==> src/mips_macros.svh <==
`ifndef MIPS_MACROS_SVH
`define MIPS_MACROS_SVH

// Datapath widths
`define DATA_WIDTH 32
`define REG_ADDR_WIDTH 5
`define IMM_WIDTH 16

// Register file depth
`define REG_COUNT 32

`endif

==> src/mipsIsaPkg.sv <==
`default_nettype none

`include "mips_macros.svh"

package mipsIsaPkg;

    typedef logic [`DATA_WIDTH-1:0] wordT;
    typedef logic [`REG_ADDR_WIDTH-1:0] regIdxT;

    typedef enum logic [5:0] {
        opRType = 6'h00,
        opBeq   = 6'h04,
        opOri   = 6'h0d,
        opLw    = 6'h23,
        opSw    = 6'h2b
    } opcodeE;

    // R-type function field
    typedef enum logic [5:0] {
        functAdd = 6'h20,
        functSub = 6'h22,
        functAnd = 6'h24,
        functOr  = 6'h25,
        functSlt = 6'h2a
    } functE;

    // Immediate overlays rd, shamt and funct
    typedef struct packed {
        opcodeE     opcode;
        regIdxT     rs;
        regIdxT     rt;
        regIdxT     rd;
        logic [4:0] shamt;
        logic [5:0] funct;
    } instrT;

endpackage

`default_nettype wire

==> src/mipsPipePkg.sv <==
`default_nettype none

package mipsPipePkg;

    import mipsIsaPkg::*;

    typedef enum logic [1:0] {
        memAdd    = 2'b00,
        branchSub = 2'b01,
        rType     = 2'b10,
        orImm     = 2'b11
    } aluOpE;

    typedef enum logic [3:0] {
        aluAnd  = 4'b0000,
        aluOr   = 4'b0001,
        aluAdd  = 4'b0010,
        aluSub  = 4'b0110,
        aluSlt  = 4'b0111,
        aluNone = 4'b1111
    } aluCtrlE;

    typedef enum logic [1:0] {
        fromReg   = 2'b00,
        fromWb    = 2'b01,
        fromExMem = 2'b10
    } forwardSelE;

    typedef struct packed {
        logic  regDst;
        logic  aluSrc;
        logic  memToReg;
        logic  regWrite;
        logic  memRead;
        logic  memWrite;
        aluOpE aluOp;
    } ctrlT;

    typedef struct packed {
        ctrlT       ctrl;
        wordT       rd1;
        wordT       rd2;
        wordT       imm;
        regIdxT     rs;
        regIdxT     rt;
        regIdxT     rd;
        logic [5:0] funct;
    } idExT;

    typedef struct packed {
        logic   memRead;
        logic   memWrite;
        logic   memToReg;
        logic   regWrite;
        wordT   aluResult;
        wordT   storeData;
        regIdxT rd;
    } exMemT;

    // Register file write, also the WB forward source
    typedef struct packed {
        logic   regWrite;
        regIdxT rd;
        wordT   data;
    } wbWriteT;

endpackage

`default_nettype wire

==> src/pipeIf.sv <==
`timescale 1ns/1ps
`default_nettype none

interface fetchDecodeIf import mipsIsaPkg::*; ();
    logic taken;
    logic hold;
    wordT branchTarget;
    wordT instr;   // IF/ID outputs
    wordT pcPlus4;

    modport decode (
        output taken, branchTarget, hold,
        input  instr, pcPlus4
    );

    modport fetch (
        input  taken, branchTarget, hold,
        output instr, pcPlus4
    );
endinterface

interface hazardIf import mipsIsaPkg::*, mipsPipePkg::*; (
    input logic clk,
    input logic reset
);
    regIdxT     idRs;
    regIdxT     idRt;
    logic       stall;
    regIdxT     exRs;
    regIdxT     exRt;
    logic       exMemRead;
    logic       exRegWrite;
    regIdxT     exMemRd;
    logic       exMemRegWrite;
    forwardSelE forwardA;
    forwardSelE forwardB;

    modport decode (output idRs, idRt, input stall);

    modport execute (
        output exRs, exRt, exMemRead, exRegWrite, exMemRd, exMemRegWrite,
        input  forwardA, forwardB
    );

    modport hazard (
        input  clk, reset, idRs, idRt, exRs, exRt, exMemRead, exRegWrite,
        input  exMemRd, exMemRegWrite,
        output stall, forwardA, forwardB
    );
endinterface

`default_nettype wire

==> src/alu.sv <==
`timescale 1ns/1ps
`default_nettype none

module alu
    import mipsIsaPkg::*;
    import mipsPipePkg::*;
(
    input  wordT    a,
    input  wordT    b,
    input  aluCtrlE ctrl,
    output wordT    result
);
    always_comb begin
        case (ctrl)
            aluAnd: result = a & b;
            aluOr:  result = a | b;
            aluAdd: result = a + b;
            aluSub: result = a - b;
            aluSlt: result = ($signed(a) < $signed(b)) ? wordT'(1) : '0;  // Signed compare
            default: result = '0;
        endcase
    end

endmodule

`default_nettype wire

==> src/registerFile.sv <==
`timescale 1ns/1ps
`default_nettype none

`include "mips_macros.svh"

module registerFile
    import mipsIsaPkg::*;
    import mipsPipePkg::*;
(
    input  logic    clk,
    input  logic    reset,
    input  regIdxT  rs,
    input  regIdxT  rt,
    input  wbWriteT wb,
    output wordT    rsData,
    output wordT    rtData
);
    wordT regs [`REG_COUNT];

    // Same-cycle writeback wins over the stored value
    function automatic wordT readPort(regIdxT idx);
        if (wb.regWrite && wb.rd != '0 && wb.rd == idx)
            return wb.data;
        return regs[idx];
    endfunction

    always_ff @(posedge clk or posedge reset) begin
        if (reset) begin
            for (int i = 0; i < `REG_COUNT; i++)
                regs[i] <= '0;
        end else if (wb.regWrite && wb.rd != '0) begin
            regs[wb.rd] <= wb.data;
        end
    end

    assign rsData = readPort(rs);
    assign rtData = readPort(rt);

    assert property (@(posedge clk) disable iff (reset) (rs == '0) |-> (rsData == '0));

endmodule

`default_nettype wire

==> src/fetchStage.sv <==
`timescale 1ns/1ps
`default_nettype none

module fetchStage
    import mipsIsaPkg::*;
(
    input  logic clk,
    input  logic reset,
    output wordT imemAddr,
    input  wordT imemData,
    fetchDecodeIf.fetch fd
);
    wordT pc;
    wordT pcPlus4;

    assign pcPlus4  = pc + 'd4;
    assign imemAddr = pc;

    always_ff @(posedge clk or posedge reset) begin
        if (reset) begin
            pc <= '0;
        end else if (!fd.hold) begin
            pc <= fd.taken ? fd.branchTarget : pcPlus4;
        end
    end

    // IF/ID register
    always_ff @(posedge clk or posedge reset) begin
        if (reset) begin
            fd.instr   <= '0;
            fd.pcPlus4 <= '0;
        end else if (fd.taken) begin
            fd.instr   <= '0;  // Flush the wrong-path fetch
            fd.pcPlus4 <= '0;
        end else if (!fd.hold) begin
            fd.instr   <= imemData;
            fd.pcPlus4 <= pcPlus4;
        end
    end

    // A branch depending on a pending load would violate the beq rule
    assert property (@(posedge clk) disable iff (reset) !(fd.taken && fd.hold));

endmodule

`default_nettype wire

==> src/decodeStage.sv <==
`timescale 1ns/1ps
`default_nettype none

`include "mips_macros.svh"

module decodeStage
    import mipsIsaPkg::*;
    import mipsPipePkg::*;
(
    input  logic    clk,
    input  logic    reset,
    fetchDecodeIf.decode fd,
    hazardIf.decode hz,
    input  wbWriteT wb,
    output idExT    idEx
);
    instrT ir;
    ctrlT ctrl;
    logic isBranch;
    logic zeroExt;
    logic [`IMM_WIDTH-1:0] imm16;
    wordT imm;
    wordT rsData;
    wordT rtData;

    assign ir    = instrT'(fd.instr);
    assign imm16 = fd.instr[`IMM_WIDTH-1:0];

    registerFile regFile_i (
        .clk    (clk),
        .reset  (reset),
        .rs     (ir.rs),
        .rt     (ir.rt),
        .wb     (wb),
        .rsData (rsData),
        .rtData (rtData)
    );

    always_comb begin
        ctrl = '0;
        isBranch = 1'b0;
        zeroExt = 1'b0;
        if (fd.instr != '0) begin  // All-zero word is a nop
            case (ir.opcode)
                opRType: begin
                    ctrl.regDst = 1'b1;
                    ctrl.regWrite = 1'b1;
                    ctrl.aluOp = rType;
                end
                opLw: begin
                    ctrl.aluSrc = 1'b1;
                    ctrl.memToReg = 1'b1;
                    ctrl.regWrite = 1'b1;
                    ctrl.memRead = 1'b1;
                    ctrl.aluOp = memAdd;
                end
                opSw: begin
                    ctrl.aluSrc = 1'b1;
                    ctrl.memWrite = 1'b1;
                    ctrl.aluOp = memAdd;
                end
                opBeq: begin
                    isBranch = 1'b1;
                    ctrl.aluOp = branchSub;
                end
                opOri: begin
                    ctrl.aluSrc = 1'b1;
                    ctrl.regWrite = 1'b1;
                    ctrl.aluOp = orImm;
                    zeroExt = 1'b1;
                end
                default: ctrl = '0;
            endcase
        end
    end

    assign imm = zeroExt ? {{(`DATA_WIDTH-`IMM_WIDTH){1'b0}}, imm16}
                         : {{(`DATA_WIDTH-`IMM_WIDTH){imm16[`IMM_WIDTH-1]}}, imm16};

    // Branch resolves here, no forwarding into the compare
    assign fd.taken        = isBranch && (rsData == rtData);
    assign fd.branchTarget = fd.pcPlus4 + (imm << 2);
    assign fd.hold         = hz.stall;

    assign hz.idRs = ir.rs;
    assign hz.idRt = ir.rt;

    // ID/EX register
    always_ff @(posedge clk or posedge reset) begin
        if (reset) begin
            idEx <= '0;
        end else begin
            idEx.ctrl  <= hz.stall ? ctrlT'('0) : ctrl;  // Bubble on load-use
            idEx.rd1   <= rsData;
            idEx.rd2   <= rtData;
            idEx.imm   <= imm;
            idEx.rs    <= ir.rs;
            idEx.rt    <= ir.rt;
            idEx.rd    <= ir.rd;
            idEx.funct <= ir.funct;
        end
    end

endmodule

`default_nettype wire

==> src/hazardUnit.sv <==
`timescale 1ns/1ps
`default_nettype none

module hazardUnit
    import mipsIsaPkg::*;
    import mipsPipePkg::*;
(
    hazardIf.hazard hz,
    input wbWriteT  wb
);
    // Youngest producer has priority
    function automatic forwardSelE pickSource(regIdxT src);
        if (hz.exMemRegWrite && hz.exMemRd != '0 && hz.exMemRd == src)
            return fromExMem;
        if (wb.regWrite && wb.rd != '0 && wb.rd == src)
            return fromWb;
        return fromReg;
    endfunction

    assign hz.forwardA = pickSource(hz.exRs);
    assign hz.forwardB = pickSource(hz.exRt);

    // Load in execute feeding the instruction in decode
    assign hz.stall = hz.exMemRead && hz.exRegWrite && hz.exRt != '0 &&
                      (hz.exRt == hz.idRs || hz.exRt == hz.idRt);

    // The bubble makes a second stall cycle impossible
    assert property (@(posedge hz.clk) disable iff (hz.reset) hz.stall |=> !hz.stall);

endmodule

`default_nettype wire

==> src/executeStage.sv <==
`timescale 1ns/1ps
`default_nettype none

module executeStage
    import mipsIsaPkg::*;
    import mipsPipePkg::*;
(
    input  logic    clk,
    input  logic    reset,
    input  idExT    idEx,
    hazardIf.execute hz,
    input  wbWriteT wb,
    output exMemT   exMem
);
    aluCtrlE aluCtrl;
    wordT opA;
    wordT rtFwd;
    wordT opB;
    wordT aluResult;
    regIdxT dest;

    function automatic wordT forwardValue(forwardSelE sel, wordT regVal);
        case (sel)
            fromExMem: return exMem.aluResult;
            fromWb:    return wb.data;
            default:   return regVal;
        endcase
    endfunction

    always_comb begin
        case (idEx.ctrl.aluOp)
            memAdd:    aluCtrl = aluAdd;
            branchSub: aluCtrl = aluSub;
            orImm:     aluCtrl = aluOr;
            default: begin
                case (idEx.funct)
                    functAdd: aluCtrl = aluAdd;
                    functSub: aluCtrl = aluSub;
                    functAnd: aluCtrl = aluAnd;
                    functOr:  aluCtrl = aluOr;
                    functSlt: aluCtrl = aluSlt;
                    default:  aluCtrl = aluNone;
                endcase
            end
        endcase
    end

    assign opA   = forwardValue(hz.forwardA, idEx.rd1);
    assign rtFwd = forwardValue(hz.forwardB, idEx.rd2);  // Also the store data
    assign opB   = idEx.ctrl.aluSrc ? idEx.imm : rtFwd;
    assign dest  = idEx.ctrl.regDst ? idEx.rd : idEx.rt;

    alu alu_i (
        .a      (opA),
        .b      (opB),
        .ctrl   (aluCtrl),
        .result (aluResult)
    );

    assign hz.exRs          = idEx.rs;
    assign hz.exRt          = idEx.rt;
    assign hz.exMemRead     = idEx.ctrl.memRead;
    assign hz.exRegWrite    = idEx.ctrl.regWrite;
    assign hz.exMemRd       = exMem.rd;
    assign hz.exMemRegWrite = exMem.regWrite;

    always_ff @(posedge clk or posedge reset) begin
        if (reset) begin
            exMem <= '0;
        end else begin
            exMem.memRead   <= idEx.ctrl.memRead;
            exMem.memWrite  <= idEx.ctrl.memWrite;
            exMem.memToReg  <= idEx.ctrl.memToReg;
            exMem.regWrite  <= idEx.ctrl.regWrite;
            exMem.aluResult <= aluResult;
            exMem.storeData <= rtFwd;
            exMem.rd        <= dest;
        end
    end

endmodule

`default_nettype wire

==> src/memWbStage.sv <==
`timescale 1ns/1ps
`default_nettype none

module memWbStage
    import mipsIsaPkg::*;
    import mipsPipePkg::*;
(
    input  logic    clk,
    input  logic    reset,
    input  exMemT   exMem,
    output wordT    dmemAddr,
    output wordT    dmemWriteData,
    output logic    dmemWrite,
    output logic    dmemRead,
    input  wordT    dmemReadData,
    output wbWriteT wb
);
    logic   wbRegWrite;
    logic   wbMemToReg;
    regIdxT wbRd;
    wordT   wbAluResult;
    wordT   wbLoadData;

    assign dmemAddr      = exMem.aluResult;
    assign dmemWriteData = exMem.storeData;
    assign dmemWrite     = exMem.memWrite;
    assign dmemRead      = exMem.memRead;

    // MEM/WB register
    always_ff @(posedge clk or posedge reset) begin
        if (reset) begin
            wbRegWrite  <= 1'b0;
            wbMemToReg  <= 1'b0;
            wbRd        <= '0;
            wbAluResult <= '0;
            wbLoadData  <= '0;
        end else begin
            wbRegWrite  <= exMem.regWrite;
            wbMemToReg  <= exMem.memToReg;
            wbRd        <= exMem.rd;
            wbAluResult <= exMem.aluResult;
            wbLoadData  <= dmemReadData;
        end
    end

    assign wb.regWrite = wbRegWrite;
    assign wb.rd       = wbRd;
    assign wb.data     = wbMemToReg ? wbLoadData : wbAluResult;

    assert property (@(posedge clk) disable iff (reset) !(dmemRead && dmemWrite));
    assert property (@(posedge clk) disable iff (reset) dmemWrite |-> dmemAddr[1:0] == 2'b00);

endmodule

`default_nettype wire

==> src/mipsCore.sv <==
`timescale 1ns/1ps
`default_nettype none

module mipsCore
    import mipsIsaPkg::*;
    import mipsPipePkg::*;
(
    input  logic clk,
    input  logic reset,
    output wordT imemAddr,
    input  wordT imemData,
    output wordT dmemAddr,
    output wordT dmemWriteData,
    output logic dmemWrite,
    output logic dmemRead,
    input  wordT dmemReadData
);
    idExT    idEx;
    exMemT   exMem;
    wbWriteT wb;

    fetchDecodeIf fd ();
    hazardIf hz (.clk(clk), .reset(reset));

    fetchStage fetch_i (
        .clk      (clk),
        .reset    (reset),
        .imemAddr (imemAddr),
        .imemData (imemData),
        .fd       (fd.fetch)
    );

    decodeStage decode_i (
        .clk   (clk),
        .reset (reset),
        .fd    (fd.decode),
        .hz    (hz.decode),
        .wb    (wb),
        .idEx  (idEx)
    );

    hazardUnit hazard_i (
        .hz (hz.hazard),
        .wb (wb)
    );

    executeStage execute_i (
        .clk   (clk),
        .reset (reset),
        .idEx  (idEx),
        .hz    (hz.execute),
        .wb    (wb),
        .exMem (exMem)
    );

    memWbStage memWb_i (
        .clk           (clk),
        .reset         (reset),
        .exMem         (exMem),
        .dmemAddr      (dmemAddr),
        .dmemWriteData (dmemWriteData),
        .dmemWrite     (dmemWrite),
        .dmemRead      (dmemRead),
        .dmemReadData  (dmemReadData),
        .wb            (wb)
    );

endmodule

`default_nettype wire

==> config.mk <==
export PLATFORM = sky130hd
export DESIGN_NAME = mipsCore
export DESIGN_NICKNAME = d
export VERILOG_FILES = /design/src/mipsIsaPkg.sv /design/src/mipsPipePkg.sv /design/src/pipeIf.sv /design/src/alu.sv /design/src/registerFile.sv /design/src/fetchStage.sv /design/src/decodeStage.sv /design/src/hazardUnit.sv /design/src/executeStage.sv /design/src/memWbStage.sv /design/src/mipsCore.sv
export VERILOG_INCLUDE_DIRS = /design/src
export SDC_FILE = /design/constraint.sdc
export NUM_CORES = 2
export LEC_CHECK = 0
export BUFFER_PORTS_ARGS = -buffer_cell sky130_fd_sc_hd__clkbuf_2
export CELL_PAD_IN_SITES_DETAIL_PLACEMENT = 1
export CELL_PAD_IN_SITES_GLOBAL_PLACEMENT = 2
export CORE_MARGIN = 4
export CORE_UTILIZATION = 39
export DETAILED_ROUTE_END_ITERATION = 12
export PLACE_DENSITY_LB_ADDON = 0.1
export SLEW_MARGIN = 20
export SYNTH_ARGS = -nofsm -noshare
export SYNTH_HDL_FRONTEND = slang
export SYNTH_SLANG_ARGS = --single-unit
export TNS_END_PERCENT = 1
==> constraint.sdc <==
create_clock -name clk -period 61.7 [get_ports clk]
set_clock_uncertainty 0.15 [all_clocks]
set_input_delay 15.425 -clock clk [delete_from_list [all_inputs] [get_ports clk]]
set_output_delay 15.425 -clock clk [all_outputs]
set_load 0.05 [all_outputs]
==> results.toml <==
[synthesis]
seq_area_frac_synth_pct = 46.5
syn_area_per_cell_um2 = 10.6
synth_edf_count = 0
syn_area_um2 = 73300
yosysTopAreaCell = "dfrtp_1"
yosys_warnings = 0
async_reset_ff_share_pct = 100
ys.flop_type = "dfrtp_1"
synth_nets = 7091
ys_types = 90
synth-seq-cells = 1361
post-synth-top-count-cell = "dfrtp_1"
yosys-top-cells-count = "1361 x dfrtp_1, 946 x nand2_1, 803 x o21ai_0"
synthTopCellsByArea = "dfrtp_1 46%, mux4_2 16%, o21ai_0 5.5%"
synth_top_cell_area_share_pct = 46.5
synthCells = 6896

[routing]
drc_errors = 0
drtAntennaViolNets = 0
first_pass_iters = 5
drt_iter0_drc = 4100
wl_per_cell_um = 30.5
routed_via_density = 5.98
routed_wirelength_um = 284000
vias = 55500

[layout]
area_delta_synth_final_pct = 11.0
fin_nets = 6882
fillers = 20000
drive_gt1_share_pct = 18.7
final_cells = 9294
ff_latch_area_um2 = 34100
multi_input_area_um2 = 36100

[die]
ios = 164
core-area_um2 = 186000
die_h_um = 442
start_util_pct = 39.4
rows = 158
die_area_um2 = 195000
die_w_um = 442

[power_and_ir_drop]
combPwrFrac_pct = 14.3
internal-power_mw = 1.64
ir_worst_vdd_v = 0.0000277
power_frac_seq_pct = 42.5
switchingPower_uw = 666
swShare_pct = 28.9
p_total_mw = 2.30
power_density_nw_per_um2 = 28.3
power_frac_clock_pct = 43.2
p_leak_nw = 35.3

[clock_network]
cts_hold_buffers = 0
cts.repair.resized = 0
ctsRootBufferMaster = "clkbuf_16"
worstSkewPairLatency_ns = 0.82
htree_num_levels = 4
cts_buffer_depth = 3
post_cts_buffers = 0
clkTransAtPathRegs_ns = 0.06
cts_made_buffers = 161
cts_num_sinks = 1361
cts_tree = "yes"

[min_path]
holdCritPathClass = "flip-flop to flip-flop"
hold_depth = 0
hold_end = "memWb_i.wbMemToReg"
holdCritStartpoint = "execute_i.exMem[72]"

[timing]
slew_viol_final = 0
finalCritPeriodShare_pct = 31.3
relSlewSlack_pct = 16.3
setup_viol = 0
rsz0062_at_grt = "no"
fin_setup_tns_ns = 0
holdWs_ns = 0.226
setup_slack_ns = 42.40
max_freq_mhz = 51.8
worst_slew_pin_slew_ns = 1.24
fin_crit_ns = 19.30
hold_violations = 0

[worst_setup_path]
reg2reg_to = "fetch_i.imemAddr[17]"
cp-end-kind = "async pin"
rrSetupSlack_ns = 53.40
startpoint_type = "input port"
crit_arrival_ns = 19.98
cp_max_fo = 122
r2r_start = "fetch_i.fd.instr[16]"
rr_worst_depth = 15
required_ns = 62.38
crit_type = "input port to async pin"

[global_routing]
grt-busiest-layer = "met2"
grt_max_degree = 123
grt_pass1_wl_um = 418000
use_met3_pct = 4.07
grtUsageMet2_pct = 47.8
grt_pass1_vias = 58100
overflow = 0
grt_use_met1_pct = 40.1
grt_use_total_pct = 29.3
antenna_found_initial = 11

[placement]
port-buffer-count = 163
dp.cells = 9004
hpwl_um = 180000
place_congestion = 0.854
dp_slack_ns = 41.36

[flow_run]
maxCapViolCount = 0

[status]
status = "finished, final reports clean"
routing by layer:
metal	share of wire, %	vias to the layer above
met3	4.7	447
met1	44	29400
met2	48	1401
li1	-	24300
met4	3.9	4
met5	0.010	-
worst max-delay path: stages:
cell	delay [ns]
clkbuf_2	0.12
inv_8	0.44
buf_4	0.69
buf_12	0.55
buf_4	0.71
buf_4	0.84
buf_4	0.77
cells by family after synthesis:
family / share of synthesized area (%)
AOI/OAI and AO/OA: 14.4
DFF: 46.5
xor gates and xnor gates: 1.41
buffers and inverters: 5.28
adders and majority gates: 2.23
and+or+nand+nor: 10.2
muxes: 20.0
cell type report:
| class | count | share of cell area (%) |
|---|---|---|
| Sequential cell | 1361 | 41.9 |
| Inverter | 136 | 0.640 |
| Clock inverter | 48 | 0.814 |
| Multi-Input combinational cell | 4700 | 44.3 |
| Clock buffer | 241 | 5.89 |
| Antenna cell | 1 | 0.00308 |
| Tap cell | 2480 | 3.81 |
| Timing Repair Buffer | 327 | 2.59 |
power groups by stage:
stage | Combinational (mW) | Sequential (mW) | Clock [mW]
after CTS | 0.331 | 0.979 | 1.02
after floorplan | 0.223 | 0.985 | 0
after global routing | 0.355 | 0.985 | 1.06
final | 0.330 | 0.979 | 0.995
after detailed placement | 0.330 | 0.995 | 0
after global placement | 0.326 | 0.992 | 0
placed cells by master, fill, tap and decap left out, types with 26 or more instances in the layout:
master / count
a211oi_1: 49
a21o_1: 26
a21oi_1: 570
a221oi_1: 31
a22oi_1: 42
buf_4: 159
clkbuf_1: 39
clkbuf_16: 166
clkbuf_2: 163
clkbuf_8: 36
dfrtp_1: 1352
ha_1: 126
inv_1: 131
mux2_2: 36
mux2i_1: 218
mux2i_4: 31
mux4_2: 521
nand2_1: 930
nand3_1: 36
nand4_1: 32
nor2_1: 556
nor3_1: 49
nor4_1: 30
o21a_1: 52
o21ai_0: 802
o22ai_1: 61
xnor2_1: 63
xor2_1: 55
sequential cells by signal (all words and copies together) (netlist names), 5 cells and up:
register                 flops
decode_i.regFile_i.regs   1024
decode_i.idEx               98
execute_i.exMem             66
fetch_i.fd.instr            32
fetch_i.fd.pcPlus4          32
fetch_i.imemAddr            32
memWb_i.wbAluResult         32
memWb_i.wbLoadData          32
execute_i.hz.exMemRd         5
memWb_i.wbRd                 5
stage by stage:
step,utilization [%],area [um^2]
after floorplan,-,73300
after global placement,40.7,75900
after detailed placement,40.8,75900
after CTS,43.7,81400
after global routing,43.7,81400
final,43.7,81400
how the worst max path moves through the flow:
stage	startpoint	end	slack (ns)	cells past startpoint
after floorplan	reset	decode_i.idEx[100]	7.75	1
after global placement	reset	decode_i.regFile_i.regs[31]	41.38	7
after detailed placement	reset	decode_i.regFile_i.regs[127]	41.36	7
after CTS	reset	decode_i.regFile_i.regs[127]	42.23	7
after global routing	reset	decode_i.regFile_i.regs[127]	41.73	7
final	reset	decode_i.regFile_i.regs[31]	42.40	7
(Power assumes the default switching activity.)
